[src/inv_pkg.sv]
package inv_pkg;

  // operand width and the signed width used for r and s
  localparam int word_w = 256;
  localparam int sword_w = word_w + 2;

  typedef logic [word_w-1:0] word_t;

  // r and s swing through (-2p, 2p) inside a step, so two extra bits
  typedef logic signed [sword_w-1:0] sword_t;

  // p = 2^256 - 2^32 - 977
  localparam word_t prime =
    256'hFFFFFFFF_FFFFFFFF_FFFFFFFF_FFFFFFFF_FFFFFFFF_FFFFFFFF_FFFFFFFE_FFFFFC2F;

  // 2^256 mod p, loaded into s in montgomery mode
  localparam word_t mont_adjust = 256'h1_000003D1;

  // prime widened for the signed r/s arithmetic
  localparam sword_t prime_s = sword_t'(prime);

  // two iterations per operand bit, whatever the operand
  localparam int iter_count = 2 * word_w;
  localparam int iter_w = $clog2(iter_count + 1);

  typedef logic [iter_w-1:0] iter_t;

  typedef enum logic [2:0] {
    idle,
    load,
    classify,
    apply,
    finish
  } state_t;

  typedef enum logic [2:0] {
    halve_u,
    halve_v,
    sub_u,
    sub_v,
    fix_neg,
    fix_keep
  } step_t;

  typedef struct packed {
    word_t  u;
    word_t  v;
    sword_t r;
    sword_t s;
  } operands_t;

  typedef struct packed {
    logic v_zero;
    logic u_even;
    logic v_even;
    logic u_gt_v;
    logic r_neg;
  } flags_t;

endpackage

[src/inv_iter_counter.sv]
`timescale 1ns/1ps

module inv_iter_counter (
  input  logic clk,
  input  logic reset,
  input  logic clear,
  input  logic incr,
  output logic last
);

  inv_pkg::iter_t count;

  // cleared during load, one increment per apply
  always_ff @(posedge clk) begin
    if (reset) begin
      count <= '0;
    end else if (clear) begin
      count <= '0;
    end else if (incr) begin
      count <= count + 1'b1;
    end
  end

  // count holds the number of finished iterations
  assign last = (count == inv_pkg::iter_t'(inv_pkg::iter_count - 1));

  // controller must stop incrementing once the last iteration is done
  a_no_overrun: assert property (
    @(posedge clk) disable iff (reset)
    incr |-> (count < inv_pkg::iter_t'(inv_pkg::iter_count))
  ) else $error("iteration counter incremented past the last iteration");

endmodule

[config.mk]
export PLATFORM = sky130hd
export DESIGN_NAME = inv_iter_counter
export DESIGN_NICKNAME = d
export VERILOG_FILES = /design/src/inv_pkg.sv /design/src/inv_iter_counter.sv
export SDC_FILE = /design/constraint.sdc
export NUM_CORES = 1
export LEC_CHECK = 0
export BUFFER_PORTS_ARGS = -buffer_cell sky130_fd_sc_hd__buf_2
export CELL_PAD_IN_SITES_DETAIL_PLACEMENT = 1
export CELL_PAD_IN_SITES_GLOBAL_PLACEMENT = 1
export CORE_AREA = 5 5 42 44
export CTS_BUF_LIST = sky130_fd_sc_hd__clkbuf_16
export DETAILED_ROUTE_END_ITERATION = 12
export DIE_AREA = 0 0 47 49
export PLACE_DENSITY_LB_ADDON = 0.08
export SKIP_LAST_GASP = 1
export SLEW_MARGIN = 30
export SYNTH_ARGS = -nofsm -noshare
export SYNTH_HDL_FRONTEND = slang
export SYNTH_SLANG_ARGS = --single-unit
[constraint.sdc]
create_clock -name clk -period 3.45 [get_ports clk]
set_input_delay 0.69 -clock clk [delete_from_list [all_inputs] [get_ports clk]]
set_output_delay 0.69 -clock clk [all_outputs]
set_load 0.1 [all_outputs]
Word level (Yosys, flattened, before mapping)
Index checks and enable logic that the tools add are counted.
{"block": "totals", "elab_cells": 4, "ff_bits": 10}
{"block": "op_classes", "eq_ne": 1, "reduce_logical": 1, "addsub": 1}
{"operator": "$add A10 B1 Y10 const B", "count": 1}
{"operator": "$eq A10 B9 Y1 const B", "count": 1}
{"operator": "$reduce_or A2 Y1", "count": 1}

Depth between registers and ports, before layout
{"block": "depth", "word_depth": 1, "depth_mapped": 4, "mapped_depth_nobuf": 4}

Least setup slack after synthesis
No wires, ideal clock.
{"block": "synth_path", "kind": "register -> output", "start": "reg count[5]", "end": "out last", "path_stages_with_launch": 3, "path_slack_ns": -0.679, "path_buffers": 0, "arrival_time_ns": 3.439, "cell_sequence": "dfxtp_1 > nand4_1 > nor4_1"}
{"block": "synth_via", "elab_chain_len": 1}
{"element": "start, declared", "line_no": "inv_iter_counter.sv:11", "text": "inv_pkg::iter_t count;"}
{"element": "start signal, assigned", "line_no": "inv_iter_counter.sv:20", "text": "count <= count + 1'b1;"}
{"element": "$eq A10 B9 Y1", "line_no": "inv_iter_counter.sv:25", "text": "assign last = (count == inv_pkg::iter_t'(inv_pkg::iter_count - 1));"}
{"element": "end, declared", "line_no": "inv_iter_counter.sv:8", "text": "output logic last"}
No other way between the ends.

Worst setup path after layout
Ends and elaborated chain as after synthesis.

==> flow_metrics.tcl <==
set metrics [dict create \
    status "complete, no violations" \
    holdCritStartpoint "count[9]" \
    r2r_slack_ns 1.99 \
    timing.setup.tns_ns 0 \
    ant_nets 0 \
    syn_avg_cell_area_um2 8.66 \
    syn_to_final_growth_pct 24.0 \
    regMostFlops "count" \
    synth-edff-count 0 \
    fp.dieW_um 47 \
    required_ns 2.76 \
    cts.sinks 10 \
    yosys.area.top_type "dfxtp_1" \
    max_freq_mhz 447 \
    cts_tree "built" \
    hold_viol 0 \
    num_vias 392 \
    fin_crit_sh_pct 64.9 \
    clk_latency_ns 0.23 \
    ys_seq_elements 10 \
    hpwl_um 800 \
    crit_fanout 5 \
    grt_pass1_wl_um 1840 \
    cts.repair.resized 0 \
    placedCellCount 71 \
    fp-row-count 14 \
    fin_nets 65 \
    synth-simple-area-share_pct 27.8 \
    netlist_top_cells_count "dfxtp_1, nor2_1, a21oi_1" \
    r2r_end "count[6]" \
    clk_pin_slew_worst_paths_ns 0.04 \
    drt_drc_violations_left 0 \
    syn-cell-area_um2 459 \
    maxCapViolations 0 \
    grt_max_degree 10 \
    rsz0062_at_grt "false" \
    finClkSkew_ns 0.000756 \
    dieHeight_um 49 \
    post_cts_buffers 0 \
    top_regs "count: 10 flops" \
    ys.flop_type "dfxtp_1" \
    yosysSeqAreaShare_pct 43.6 \
    whs_endpoint "count[9]" \
    synth.most_common_cell "dfxtp_1" \
    avgViaCountPerCell 5.30 \
    port_buffers 4 \
    numCtsBuffers 3 \
    post-route-util_pct 40.6 \
    worstSetupStartpoint "count[5]" \
    synthAdderAreaFrac_pct 2.72 \
    power_density_nw_per_um2 574 \
    holdWs_ns 0.471 \
    overflow 0 \
    syn_inst 53 \
    drt_wl_total_um 1070 \
    worstSetupPathType "reg -> out" \
    place_congestion 0.726 \
    largest_reg_flops 10 \
    synth_nets 58 \
    instances_no_fill 74 \
    final_cell_area_um2 569 \
    initial_core_util_pct 32.8 \
    track_usage_pct 12.6 \
    postCtsHoldBufs 0 \
    whs_path_depth 2 \
    arrival_ns 1.55 \
    finalSetupViolCount 0 \
    ios 5 \
    critPathBufInv 1 \
    clk_root_buffer_cell "clkbuf_16" \
    yosysWarnings 0 \
    yosys.area_share.xor_xnor_pct 7.63 \
    synth_top_family_by_area "simple AND/OR/NAND/NOR gates" \
    startpoint_type "flip-flop" \
    synth_compound_area_share_pct 9.81 \
    worst_path_max_delay_cell "buf_2" \
    core_area_um2 1400 \
    htree_levels 1 \
    worst_pin_slew_ns 0.487 \
    slew_headroom_pct 67.7 \
    synthTopCellsByArea "dfxtp_1, nor2_1, a21oi_1, mux2i_1, nand4_1" \
    diodes 0 \
    rr_startpoint "count[0]" \
    async_flop_share_pct 0 \
    first_global_vias 425 \
    die-area_um2 2300 \
    hold_class "reg -> reg" \
    max_stage_delay_ns 0.46 \
    placed_area_um2 494 \
    p_leak_nw 0.188 \
    reg2reg_depth 4 \
    antenna_found_initial 0 \
    firstDrtPassIters 2 \
    crit_family "simple AND/OR/NAND/NOR gates" \
    clock_path_buffers 2 \
    cp-end-kind "output pin" \
    yosysUniqueCellTypes 21 \
    ir_drop_mv 0.400 \
    post_drt_wl_per_cell_um 14.4 \
    final_max_slew_viol_count 0 \
    path_cells "nand4_1, nor4_2, buf_2" \
    period_needed_ns 2.24 \
    synth.area.mux_share_pct 4.36 \
    fillers 173 \
    drt_iter0_drc 2 \
    drive_above_1_share_pct 17.2 \
    synth_top_cell_area_share_pct 43.6 \
]
## cell usage in the layout, fill, tap and decap left out
cell,instances
or4_1,2
buf_2,4
nor2_1,6
nor4_2,1
or2_2,1
dfxtp_1,10
or3_1,3
nand2_1,3
inv_1,2
nor4_1,1
a21oi_1,4
o31ai_1,2
o21ai_0,2
nand2_2,1
nand3_1,2
xor2_1,2
ha_1,1
xnor2_1,2
nand2b_1,1
mux2i_1,2
nand4_1,3
clkbuf_16,3
## through the flow
step / worst slack [ns] / power, mW
2_1_floorplan: 0.484 / 0.126
3_3_place_gp: 1.51 / 0.128
3_5_place_dp: 1.46 / 0.129
4_1_cts: 1.21 / 0.331
5_1_grt: 1.14 / 0.342
6_report: 1.21 / 0.327
## metal layers
layer	part of all wire [%]	track usage, %	vias to the layer above
met3	4.2	5.54	4
met1	43	12.6	182
met5	0	0	-
li1	-	-	199
met4	5.5	12.4	0
met2	47	17.9	7
## cell type report
type	count	area [um2]	area share, %
inverter	2	7.51	1.32
sequential	10	200	35.2
timing repair buffer	4	20.0	3.52
clock buffer	3	75.1	13.2
tap	16	20.0	3.52
multi-input combinational	39	246	43.3
## worst register-to-register path: stages (launching register included)
cell and delay (ns):
dfxtp_1 0.38, ha_1 0.23, nand4_1 0.23, or3_1 0.38, a21oi_1 0.17
## cells by family after synthesis
group	Yosys count
flip-flops	10
buffers and inverters	4
XOR/XNOR	4
adder cells (fa/ha/maj)	1
AO/OA/AOI/OAI	8
multiplexers	2
AND/OR/NAND/NOR	24
## power by group
group          switching [mW]  total [mW]  internal [mW]
sequential           0.000941       0.118          0.117
clock                  0.0500       0.200          0.150
combinational         0.00488     0.00864        0.00376
## worst max-delay path by stage
stage | to | depth (start not counted)
final | last | 3
after global routing | last | 3
after CTS | last | 3
after detailed placement | last | 3
after global placement | last | 3
after floorplan | last | 2
No activity file was read; power rests on OpenSTA's default activity.
