--- src/inv_pkg.sv ---
package inv_pkg;

  // operand width and the signed width used for r and s
  localparam int word_w = 256;
  localparam int sword_w = word_w + 2;

  typedef logic [word_w-1:0] word_t;

  // r and s swing through (-2p, 2p) inside a step, so two extra bits
  typedef logic signed [sword_w-1:0] sword_t;

  // p = 2^256 - 2^32 - 977
  localparam word_t prime =
    256'hFFFFFFFF_FFFFFFFF_FFFFFFFF_FFFFFFFF_FFFFFFFF_FFFFFFFF_FFFFFFFE_FFFFFC2F;

  // 2^256 mod p, loaded into s in montgomery mode
  localparam word_t mont_adjust = 256'h1_000003D1;

  // prime widened for the signed r/s arithmetic
  localparam sword_t prime_s = sword_t'(prime);

  // two iterations per operand bit, whatever the operand
  localparam int iter_count = 2 * word_w;
  localparam int iter_w = $clog2(iter_count + 1);

  typedef logic [iter_w-1:0] iter_t;

  typedef enum logic [2:0] {
    idle,
    load,
    classify,
    apply,
    finish
  } state_t;

  typedef enum logic [2:0] {
    halve_u,
    halve_v,
    sub_u,
    sub_v,
    fix_neg,
    fix_keep
  } step_t;

  typedef struct packed {
    word_t  u;
    word_t  v;
    sword_t r;
    sword_t s;
  } operands_t;

  typedef struct packed {
    logic v_zero;
    logic u_even;
    logic v_even;
    logic u_gt_v;
    logic r_neg;
  } flags_t;

endpackage

--- src/inv_control.sv ---
`timescale 1ns/1ps

module inv_control (
  input  logic            clk,
  input  logic            reset,
  input  logic            start,
  input  inv_pkg::flags_t flags,
  input  logic            last,
  output logic            busy,
  output logic            done,
  output logic            load,
  output logic            advance,
  output logic            capture,
  output logic            clear,
  output logic            incr,
  output inv_pkg::step_t  step
);

  inv_pkg::state_t state;
  inv_pkg::state_t state_n;
  inv_pkg::step_t  step_n;
  logic            accept;

  // start counts only in idle and not in the done cycle
  assign accept = (state == inv_pkg::idle) && start && !done;

  always_comb begin
    state_n = state;
    case (state)
      inv_pkg::idle: begin
        if (accept) begin
          state_n = inv_pkg::load;
        end
      end
      inv_pkg::load: begin
        state_n = inv_pkg::classify;
      end
      inv_pkg::classify: begin
        state_n = inv_pkg::apply;
      end
      inv_pkg::apply: begin
        state_n = last ? inv_pkg::finish : inv_pkg::classify;
      end
      inv_pkg::finish: begin
        state_n = inv_pkg::idle;
      end
      default: begin
        state_n = inv_pkg::idle;
      end
    endcase
  end

  // case selection, same priority as the BEEA loop body
  always_comb begin
    if (!flags.v_zero) begin
      if (flags.u_even) begin
        step_n = inv_pkg::halve_u;
      end else if (flags.v_even) begin
        step_n = inv_pkg::halve_v;
      end else if (flags.u_gt_v) begin
        step_n = inv_pkg::sub_u;
      end else begin
        step_n = inv_pkg::sub_v;
      end
    end else begin
      // v reached zero, only r needs its sign fixed
      step_n = flags.r_neg ? inv_pkg::fix_neg : inv_pkg::fix_keep;
    end
  end

  always_ff @(posedge clk) begin
    if (reset) begin
      state <= inv_pkg::idle;
      step  <= inv_pkg::fix_keep;
      done  <= 1'b0;
    end else begin
      state <= state_n;
      if (state == inv_pkg::classify) begin
        step <= step_n;
      end
      done <= (state == inv_pkg::finish);
    end
  end

  // operands are sampled on the edge that accepts start
  assign load    = accept;
  assign clear   = (state == inv_pkg::load);
  assign advance = (state == inv_pkg::apply);
  assign incr    = (state == inv_pkg::apply);
  assign capture = (state == inv_pkg::finish);
  assign busy    = (state != inv_pkg::idle) || done;

  a_done_pulse: assert property (
    @(posedge clk) disable iff (reset)
    done |=> !done
  ) else $error("done held longer than one cycle");

  // fix steps only once v is zero, subtracts only with both operands odd
  a_step_defined: assert property (
    @(posedge clk) disable iff (reset)
    (state == inv_pkg::apply) |->
      (((step inside {inv_pkg::fix_neg, inv_pkg::fix_keep}) == flags.v_zero) &&
       (!(step inside {inv_pkg::sub_u, inv_pkg::sub_v}) ||
        (!flags.u_even && !flags.v_even)))
  ) else $error("apply entered with a step that does not fit the operands");

endmodule

--- config.mk ---
export PLATFORM = sky130hd
export DESIGN_NAME = inv_control
export DESIGN_NICKNAME = d
export VERILOG_FILES = /design/src/inv_pkg.sv /design/src/inv_control.sv
export SDC_FILE = /design/constraint.sdc
export NUM_CORES = 1
export LEC_CHECK = 0
export ABC_AREA = 1
export BUFFER_PORTS_ARGS = -buffer_cell sky130_fd_sc_hd__buf_4
export CORE_AREA = 2 2 39 41
export DETAILED_ROUTE_END_ITERATION = 8
export DIE_AREA = 0 0 41 43
export MAX_ROUTING_LAYER = met4
export PLACE_DENSITY = 0.63
export SYNTH_ARGS = -nofsm -noshare
export SYNTH_HDL_FRONTEND = slang
export SYNTH_SLANG_ARGS = --single-unit
--- constraint.sdc ---
create_clock -name clk -period 0.8 [get_ports clk]
set_input_delay 0.04 -clock clk [delete_from_list [all_inputs] [get_ports clk]]
set_output_delay 0.04 -clock clk [all_outputs]
set_load 0.02 [all_outputs]
# Word-level counts from Yosys, hierarchy flattened
# Index checks and enable logic that the tools add are counted.
[word_totals] register_bits=7 latch_bits=0 ramBits=0 rom_bits=0 in_bits=9 output_inout_bits=10 word_cells=22 memories=0
[classes] add_sub_neg=0 multipliers=0 n_div=0 order_cmp=0 n_eq_ne=5 shift=0 muxes=8 bitwise_logic=0 reduce_logical=6
[op_table] operator="3-bit one-hot mux with 4 select lines" count=1
[op_table] operator="3-bit 2-to-1 mux" count=3
[op_table] operator="3-bit by 2-bit equality test with 1-bit output, second input constant" count=2
[op_table] operator="2-bit 2-to-1 mux" count=2
[op_table] operator="3-bit by 1-bit equality test with 1-bit output, second input constant" count=1
[op_table] operator="3-bit equality test, second input constant" count=1
[op_table] operator="3-bit logical NOT" count=1
[op_table] operator="3-bit nonzero test" count=1
[op_table] operator="1-bit logical AND" count=2
[op_table] operator="1-bit 2-to-1 mux" count=2
[op_table] operator="2-bit != test, second input constant" count=1
[op_table] operator="1-bit logical NOT" count=1
[op_table] operator="1-bit logical OR" count=1

# Logic depth before layout (Yosys ltp)
# Gate-level depths: netlist (run 1).
[logic_depth] ltp_word=5 depth_mapped=6

# Least setup slack after synthesis (run 1)
# OpenSTA, ideal clock, no wires.
[synth_path] path_kind="register -> output" start="register state[1]" end="output load" arrival_ps=1055 required_ps=760 path_slack_ps=-295 path_stages_with_launch=4 path_buffers=0 path_cell_list="dfxtp_1 -> nor2_1 -> nand3_1 -> nor2_1"
[synth_via] elab_chain_len=3
[synth_lines] element="start: declaration" line_no="inv_control.sv:19" source="inv_pkg::state_t state;"
[synth_lines] element="start signal: assignment" line_no="inv_control.sv:73" source="state <= inv_pkg::idle;"
[synth_lines] element="start signal: assignment" line_no="inv_control.sv:77" source="state <= state_n;"
[synth_lines] element="3-bit logical NOT" line_no="inv_control.sv:25" source="assign accept = (state == inv_pkg::idle) && start && !done;"
[synth_lines] element="1-bit logical AND (2 in series)" line_no="inv_control.sv:25"
[synth_lines] element="end: declaration" line_no="inv_control.sv:11" source="output logic load,"
# Every way passes these cells.

# Worst setup path in the final report (run 1)
[layout_path] start="register state[2]" end="output advance"
[layout_via] elab_chain_len=1
[layout_lines] element="3-bit by 2-bit equality test with 1-bit output" line_no="inv_control.sv:88" source="assign advance = (state == inv_pkg::apply);"
[layout_lines] element="end: declaration" line_no="inv_control.sv:12" source="output logic advance,"
# Every way passes these cells.

==> results of run 1 <==
## report_power, final
part | switching (uW) | total (uW) | internal, uW
sequential | 28.0 | 409 | 381
combinational | 209 | 401 | 192
clock | 125 | 315 | 190
## worst reg2reg max path: cells and delay by family, from the launching register on
family	cells	cell delay, ns
flops	1	0.32
simple gates	3	0.33
buf+inv	2	0.27
## cell usage after synthesis
library cell	n
nand3_1	4
nor3_1	2
a31oi_1	1
dfxtp_1	7
nor2_1	10
buf_4	1
inv_2	1
nor3_2	1
inv_1	8
nand2_1	16
a21oi_1	1
## flip-flops by register name, summed over array words and instances, names as in the netlist
name / flops
state: 3
done: 1
step: 3
## stage by stage
step	power (uW)	setup WS [ns]	util (%)	cells	TNS, ns
final	1120	-0.304	49.4	98	-2.43
after global routing	1210	-0.355	49.4	98	-3.19
after CTS	1110	-0.300	46.9	97	-2.42
after detailed placement	719	-0.118	37.8	88	-0.998
after global placement	712	-0.125	37.8	88	-0.926
after floorplan	590	-0.126	-	52	-0.736
## how the worst min path moves through the flow
| stage | start | end | slack (ns) | cells past startpoint |
|---|---|---|---|---|
| after floorplan | reset | state[2]$_SDFFE_PP0P_ | 0.11 | 1 |
| after global placement | reset | state[2]$_SDFFE_PP0P_ | 0.24 | 2 |
| after detailed placement | reset | state[2]$_SDFFE_PP0P_ | 0.24 | 2 |
| after CTS | last | state[1]$_SDFFE_PP0P_ | 0.004 | 2 |
| after global routing | last | state[1]$_SDFFE_PP0P_ | 0.01 | 2 |
| final | last | state[1]$_SDFFE_PP0P_ | 0.007 | 2 |
## cell type report
cell class,instances,share of cell area [%]
clock buffer,4,3.85
sequential,7,21.8
multi-input combinational,35,31.9
inverter,9,5.31
timing repair buffer,27,34.2
tap,16,2.93
## cell families (layout without fill, tap and decap cells)
group                  count (synthesis)  count (layout)
and+or+nand+nor                       33              33
buffers and inverters                 10              40
DFF                                    7               7
AOI/OAI and AO/OA                      2               2
## metal layers
| metal | part of all wire (%) | vias up | GRT usage [%] |
|---|---|---|---|
| li1 | - | 218 | - |
| met3 | 9.4 | 2 | 4.71 |
| met5 | 0 | - | - |
| met2 | 53 | 17 | 24.1 |
| met4 | 1.0 | 0 | 6.00 |
| met1 | 36 | 176 | 14.0 |
## timing repair
item	CTS	global route
hold buffers	2	0
buffers inserted	3	2
pin swaps	6	5
resized for setup	16	9
gates cloned	0	0
endpoints found under the hold margin	1	0
setup endpoints to repair	13	13
==> qor.yml, run 1 <==
status: "complete, but fails checks"
end_kind: "output port"
ys_seq_area_share_pct: 42.4
path_buf_inv: 2
peakVddDrop_uv: 742
port_buffers: 18
multi_input_area_sq_um: 218
vias_per_cell: 4.21
synth_area_leader_cell: "dfxtp_1"
cts_tree: "done"
timing.final.ws_setup_ns: -0.304
critical_path.max_stage_delay_ns: 0.32
clock_path_buffers: 2
core_area_sq_mm: 0.00138
final_antenna_net_count: 0
crit_start: "state[2]$_SDFFE_PP0P_"
syn_inst: 52
r2r_cells: 5
timing.setup.critical_path_class: "flop to output port"
avgSynthCellArea_sq_um: 6.35
die_x_microns: 41
failed_checks: "setup timing"
dr.pass1.iters: 4
die_area_sq_mm: 0.00176
hold_slack_ns: 0.00699
synth_top_family_by_area: "simple AND/OR/NAND/NOR gates"
drcViolationCount: 0
cts_buffers: 3
synth_compound_area_share_pct: 3.41
htreeDepth: 1
nets: 92
r2r-start: "state[2]$_SDFFE_PP0P_"
syn_to_final_growth_pct: 107
gp_congestion: 0.700
syn-num-nets: 61
slew_violations: 0
cp_cell_sequence: "buf_6 -> nor3_4 -> buf_6"
drive_above_1_share_pct: 57.3
synth_xor_area_share_pct: 0
reg2reg_to: "state[2]$_SDFFE_PP0P_"
final_common_cell: "buf_4"
start_util_pct: 23.9
diodes: 0
fillerInstances: 149
crit_cells: 3
insertion_delay_ns: 0.25
endpoint: "advance"
crit_fanout: 3
final_cell_mix: "buf_4 (18), nand2_1 (13), buf_6 (7), inv_1 (5), nor2_1 (5)"
io_pins: 19
grt_overflow: 0
clkTransAtPathRegs_ns: 0.05
cap_violations: 0
cp-start-kind: "flop"
skew_ns: 0.000779
p_per_area_mw_per_mm2: 1650
grt_pass1_vias: 426
min_period_over_period_pct: 138
synth_area_leaders: "dfxtp_1 (42%), nand2_1 (18%), nor2_1 (11%)"
drt_iter0_drc: 1
antenna_found_initial: 0
synth-simple-area-share_pct: 41.7
row_count: 14
hold_path_class: "primary input to flop"
finalHoldViolCount: 0
routed_wl_microns: 895
required_ns: 0.76
grt_max_degree: 6
power_leakage_uw: 0.000338
track_usage_pct: 14.2
rsz0062_at_grt: "true"
ys_ff_latch: 7
worstMarginPinSlew_ns: 0.214
chipHeight_microns: 43
post-route-min-period_ns: 1.10
grt_pass1_wl_microns: 1650
seq_area_sq_um: 149
crit_slowest_cell: "dfxtp_2"
path_delay_family: "flip-flops"
cts.sinks: 7
ff2ff_setup_slack_ns: -0.19
synth_warnings: 0
ys_types: 11
relSlewSlack_pct: 85.7
max_freq_mhz: 905
netlist.area_leader.share_pct: 42.4
syn_area_sq_um: 330
crit_top_cell: "buf_6"
arrival_ns: 1.06
finalInstanceArea_sq_um: 683
muxShareOfSynthArea_pct: 0
via_count: 413
root_buffer: "clkbuf_4"
dp_hpwl_microns: 645
setup_viol_count_final: 12
synthAdderAreaFrac_pct: 0
placed_area_sq_um: 523
avgRoutedWirePerCell_microns: 9.13
Note: power is estimated with default switching activity, not from simulation.
==> run 2: changes to the inputs <==
PLACE_DENSITY = 0.61   (was 0.63)
clock period = 1.1 ns   (was 0.8 ns; I/O delays follow)
==> run 2 against run 1 <==
The run still ends with setup timing left. Final cell count shrank 5.1%. Worst hold slack gained 0.027 ns. Final area shrank 14%. Via count shrank 9.4%. Register-to-register slack gained 0.34 ns. Flip-flop and latch count is the same. Clock skew grew 0.0047 ns. Critical path depth is the same. Critical path type unchanged. Critical endpoint is now incr. Highest routed layer is now met3.
==> qor.yml, run 2 (same netlist as run 1, synthesis figures left out) <==
antenna_found_initial: 0  # unchanged
grt_overflow: 0  # unchanged
p_comb_share_pct: 31.1  # -4.5 points
hold_path_class: "primary input to flop"
p_per_area_mw_per_mm2: 1300  # -21%
p_seq_share_pct: 39.2  # +2.9 points
gp_congestion: 0.689  # -1.6%
htreeDepth: 1  # unchanged
core_area_sq_mm: 0.00138  # unchanged
chipHeight_microns: 43  # unchanged
cts_buffers: 3  # unchanged
diodes: 0  # unchanged
track_usage_pct: 9.99  # -4.3 points
switching_share_pct: 31.0  # -1.2 points
peakVddDrop_uv: 637  # -14%
hold_slack_ns: 0.0337  # +0.0268 ns
required_ns: 1.04  # +0.28 ns
clkTransAtPathRegs_ns: 0.05  # about the same
failed_checks: "setup timing"
path_delay_family: "flip-flops"
drt_iter0_drc: 3  # +2
worstMarginPinSlew_ns: 0.221  # +0.00657 ns
max_freq_mhz: 900
multi_input_area_sq_um: 178  # -18%
drcViolationCount: 0  # unchanged
port_buffers: 18  # unchanged
avgRoutedWirePerCell_microns: 7.98  # -13%
r2r-start: "state[1]$_SDFFE_PP0P_"
io_pins: 19  # unchanged
critical_path.max_stage_delay_ns: 0.38  # +0.06 ns
post-route-min-period_ns: 1.11
slew_violations: 0  # unchanged
timing.final.ws_setup_ns: -0.0113  # +0.293 ns
via_count: 374  # -9.4%
drive_above_1_share_pct: 44.2  # -13 points
dp_hpwl_microns: 562  # -13%
timing.setup.critical_path_class: "flop to output port"
start_util_pct: 23.9  # unchanged
p_int_uw: 527  # -31%
end_kind: "output port"
routed_wl_microns: 742  # -17%
nets: 87  # -5.4%
final_cell_mix: "buf_4 (18), nand2_1 (16), nor2_1 (7), inv_1 (6), dfxtp_1 (4)"
grt_pass1_wl_microns: 1170  # -29%
switching_power_uw: 237  # -35%
syn_to_final_growth_pct: 77.7
crit_fanout: 4  # +1
die_area_sq_mm: 0.00176  # unchanged
relSlewSlack_pct: 85.2  # -0.44 points
cp_cell_sequence: "inv_4 -> nor3_4 -> buf_6"
tns_ns: -0.0221  # +2.41 ns
status: "complete, but fails checks"
root_buffer: "clkbuf_4"
cts_tree: "done"
finalHoldViolCount: 0  # unchanged
rsz0062_at_grt: "true"
crit_start: "state[0]$_SDFFE_PP0P_"
cp-start-kind: "flop"
setup_viol_count_final: 2  # -10
seq_area_sq_um: 149  # unchanged
p_total_uw: 764  # -32%
row_count: 14  # unchanged
skew_ns: 0.00553  # +0.00475 ns
path_buf_inv: 2  # unchanged
cap_violations: 0  # unchanged
dr.pass1.iters: 4  # unchanged
largest_registers: "state: 3 flops, step: 3 flops, done: 1 flops"
crit_slowest_cell: "dfxtp_4"
cts.sinks: 7  # unchanged
clock_path_buffers: 2  # unchanged
insertion_delay_ns: 0.25  # about the same
clkPwrFrac_pct: 29.6  # +1.6 points
final_antenna_net_count: 0  # unchanged
die_x_microns: 41  # unchanged
min_from: "flags[4]"
vias_per_cell: 4.02  # -4.6%
grt_pass1_vias: 323  # -24%
power_leakage_uw: 0.000300  # -11%
fillerInstances: 150  # +0.67%
final_common_cell: "buf_4"
arrival_ns: 1.06  # about the same
grt_max_degree: 7  # +1
min_period_over_period_pct: 101
## run 2: changes by cell type in the layout (fill, tap and decap cells not counted), moves of 2 or more
| cell | change |
|---|---|
| buf_6 | -5 |
| nand2_1 | +3 |
| nand2_2 | -3 |
| nor2_1 | +2 |
| nor2_4 | -2 |
| nor3_1 | +2 |
| nor3_2 | -2 |
## run 2: final timing paths
check | to | slack, ns | cells after the start
worst max-delay path | incr | -0.01 | 3
worst max register to register | step[1]$_SDFFE_PP0P_ | 0.15 | 6
worst min-delay path | step[2]$_SDFFE_PP1P_ | 0.03 | 3
worst min register to register | step[0]$_SDFFE_PP1P_ | 0.48 | 2
## run 2: layer usage
metal	wire length [microns]	up-vias	GRT usage, %
li1	-	208	-
met2	344	17	13.4
met3	84	0	4.71
met1	313	149	12.6
met4	0	0	4.00
met5	0	-	-
## run 2: timing repair
action	in CTS	in global routing
pin swaps	1	1
endpoints found under the hold margin	3	0
hold buffers	2	0
cloned	0	0
resized for setup	11	5
setup buffers	1	1
endpoints found under the setup margin	6	7
## run 2: power groups by stage
stage	Clock, uW	Combinational (uW)	Sequential (uW)
floorplan	0	104	309
global placement	0	197	298
detailed placement	0	198	298
CTS	240	224	296
global route	255	265	302
finish	227	238	300
## run 2: final cells by class
class	count	share of cell area, %
repair buffers	22	30.3
well taps	16	3.41
inverters	9	6.18
flip-flops and latches	7	25.4
clock buffers	4	4.48
multi-input cells	35	30.3
## run 2: tightest hold or removal path: stages
cell,delay [ns]
buf_4,0.09
nand2_1,0.05
nand3_1,0.06
## run 2: metrics by stage
stage               instances  area [sq um]  utilization [%]  worst slack [ns]
floorplan                  52           333                -            0.0151
CTS                        92           562             40.6          -0.00643
global placement           85           480             34.7             0.170
finish                     93           587             42.4           -0.0113
global route               93           587             42.4           -0.0613
detailed placement         85           480             34.7             0.109
==> run 3: changes to the inputs <==
CELL_PAD_IN_SITES_DETAIL_PLACEMENT = 0   (was unset)
CELL_PAD_IN_SITES_GLOBAL_PLACEMENT = 1   (was unset)
CORE_AREA = unset   (was 2 2 39 41)
CORE_UTILIZATION = 25   (was unset)
DIE_AREA = unset   (was 0 0 41 43)
PLACE_DENSITY = 0.83   (was 0.61)
==> run 3 against run 2 <==
The flow still finishes with violations (setup timing). Utilization is 8.8 points higher. Clock skew hardly changed. Sequential share of layout area fell by 0.95 points. Register-to-register slack worse by 0.08 ns. Largest cell class is now buffers.
==> qor.yml, run 3 (same netlist as run 1, synthesis figures left out) <==
dp_hpwl_microns: 620  # +10%
cts_buffers: 3  # unchanged
required_ns: 1.04  # about the same
grt_pass1_wl_microns: 1320  # +13%
track_usage_pct: 14.1  # +4.1 points
failed_checks: "setup timing"
p_per_area_mw_per_mm2: 1290  # -1.0%
fillerInstances: 128  # -15%
grt_pass1_vias: 338  # +4.6%
routed_wl_microns: 852  # +15%
post-route-min-period_ns: 1.13  # +0.0193 ns
io_pins: 19  # unchanged
gp_congestion: 0.755  # +9.5%
min_period_over_period_pct: 103  # +1.8 points
diodes: 0  # unchanged
holdPathEnd: "step[2]$_SDFFE_PP1P_"
reg2reg_to: "step[1]$_SDFFE_PP0P_"
chipHeight_microns: 38.4  # -11%
drive_above_1_share_pct: 46.3  # +2.1 points
grt_max_degree: 6  # -1
end_kind: "output port"
hold_depth: 3  # unchanged
power_leakage_uw: 0.000316  # +5.3%
ff2ff_setup_slack_ns: 0.07  # -0.08 ns
arrival_ns: 1.08  # +0.02 ns
hold_path_class: "primary input to flop"
peakVddDrop_uv: 858  # +35%
max_freq_mhz: 885  # -1.7%
root_buffer: "clkbuf_4"
antenna_found_initial: 0  # unchanged
critical_path.max_stage_delay_ns: 0.38  # about the same
r2r_cells: 6  # unchanged
htreeDepth: 1  # unchanged
syn_to_final_growth_pct: 81.4
avgRoutedWirePerCell_microns: 9.06  # +14%
drcViolationCount: 0  # unchanged
vias_per_cell: 4.31  # +7.1%
cp_cell_sequence: "inv_2 -> nor3_4 -> buf_6"
row_count: 12  # -2
r2r-start: "state[1]$_SDFFE_PP0P_"
port_buffers: 18  # unchanged
min_from: "flags[4]"
start_util_pct: 28.2  # +4.3 points
rsz0062_at_grt: "true"
cap_violations: 0  # unchanged
path_buf_inv: 2  # unchanged
via_count: 405  # +8.3%
worstMarginPinSlew_ns: 0.248  # +0.0273 ns
cts_tree: "done"
skew_ns: 0.00593  # +0.000399 ns
dp_slack_ns: 0.133  # +0.0243 ns
setup_viol_count_final: 4  # +2
grt_overflow: 0  # unchanged
die_area_sq_mm: 0.00147  # -17%
die_x_microns: 38.4  # -6.5%
hold_slack_ns: 0.0277  # -0.00605 ns
nets: 90  # +3.4%
insertion_delay_ns: 0.25  # about the same
clkTransAtPathRegs_ns: 0.05  # about the same
cts.sinks: 7  # unchanged
crit_slowest_cell: "dfxtp_4"
timing.final.ws_setup_ns: -0.0305  # -0.0193 ns
relSlewSlack_pct: 83.4  # -1.8 points
p_total_uw: 772  # +1.1%
final_antenna_net_count: 0  # unchanged
final_common_cell: "buf_4"
largest_registers: "state: 3 flops, step: 3 flops, done: 1 flops"
timing.setup.critical_path_class: "flop to output port"
crit_fanout: 4  # unchanged
status: "complete, but fails checks"
slew_violations: 0  # unchanged
dr.pass1.iters: 2  # -2
drt_iter0_drc: 2  # -1
core_area_sq_mm: 0.00117  # -15%
finalHoldViolCount: 0  # unchanged
clock_path_buffers: 2  # unchanged
path_delay_family: "flip-flops"
final_cell_mix: "buf_4 (20), nand2_1 (16), nor2_1 (8), inv_1 (6), dfxtp_1 (4)"
cp-start-kind: "flop"
[run 3: cell types whose count changed in the layout (fill, tap and decap cells not counted)]
cell	change
clkinv_2	+1
nor2_1	+1
inv_4	-1
clkbuf_1	-1
buf_4	+2
dfxtp_2	+1
nor2_4	-1
buf_6	+1
inv_2	+1
dfxtp_4	-1
[run 3: how the worst max path moves through the flow]
| stage | start | slack [ns] | cells after the start | end |
|---|---|---|---|---|
| 2_1_floorplan | state[0]$_SDFFE_PP0P_ | 0.02 | 3 | incr |
| 3_3_place_gp | state[2]$_SDFFE_PP0P_ | 0.17 | 6 | step[1]$_SDFFE_PP0P_ |
| 3_5_place_dp | state[2]$_SDFFE_PP0P_ | 0.13 | 6 | step[1]$_SDFFE_PP0P_ |
| 4_1_cts | state[0]$_SDFFE_PP0P_ | -0.02 | 3 | incr |
| 5_1_grt | state[1]$_SDFFE_PP0P_ | -0.08 | 3 | incr |
| 6_report | state[1]$_SDFFE_PP0P_ | -0.03 | 3 | incr |
[run 3: layout make-up]
class	instances	area (sq um)	share of cell area, %
sequential	7	146	24.4
inverter	9	33.8	5.64
tap	14	17.5	2.92
timing repair buffer	25	204	34.0
clock inverter	1	5.00	0.835
clock buffer	3	22.5	3.76
multi-input combinational	35	170	28.4
[run 3: routing by layer]
layer | wire, microns | GRT usage [%] | vias up
li1 | - | - | 215
met1 | 371 | 16.1 | 178
met2 | 426 | 19.9 | 12
met3 | 53 | 8.72 | 0
met4 | 0 | 5.17 | 0
met5 | 0 | - | -
[run 3: repair_timing]
item                                   in CTS  in global routing
setup endpoints to repair                   6                  7
hold buffers                                2                  0
pin swaps                                   1                  0
resized for setup                          11                  2
setup buffers                               4                  1
endpoints found under the hold margin       2                  0
[run 3: where the power goes]
part           switching (uW)  total, uW  internal [uW]  leakage [uW]
clock                    95.9        229            133     0.0000177
sequential               21.1        298            277     0.0000588
combinational             128        246            118      0.000239
total                     245        772            528      0.000316
[run 3: tightest hold or removal path, stage by stage]
cell	delay, ns
buf_4	0.09
nand2_1	0.05
nand3_1	0.06
[run 3: per-stage QoR]
stage | instance area (sq um) | cells | TNS, ns | utilization [%]
CTS | 587 | 93 | -0.0560 | 50.1
global route | 599 | 94 | -0.361 | 51.2
global placement | 478 | 83 | 0 | 40.8
floorplan | 333 | 52 | 0 | -
detailed placement | 478 | 83 | 0 | 40.8
finish | 599 | 94 | -0.0660 | 51.2
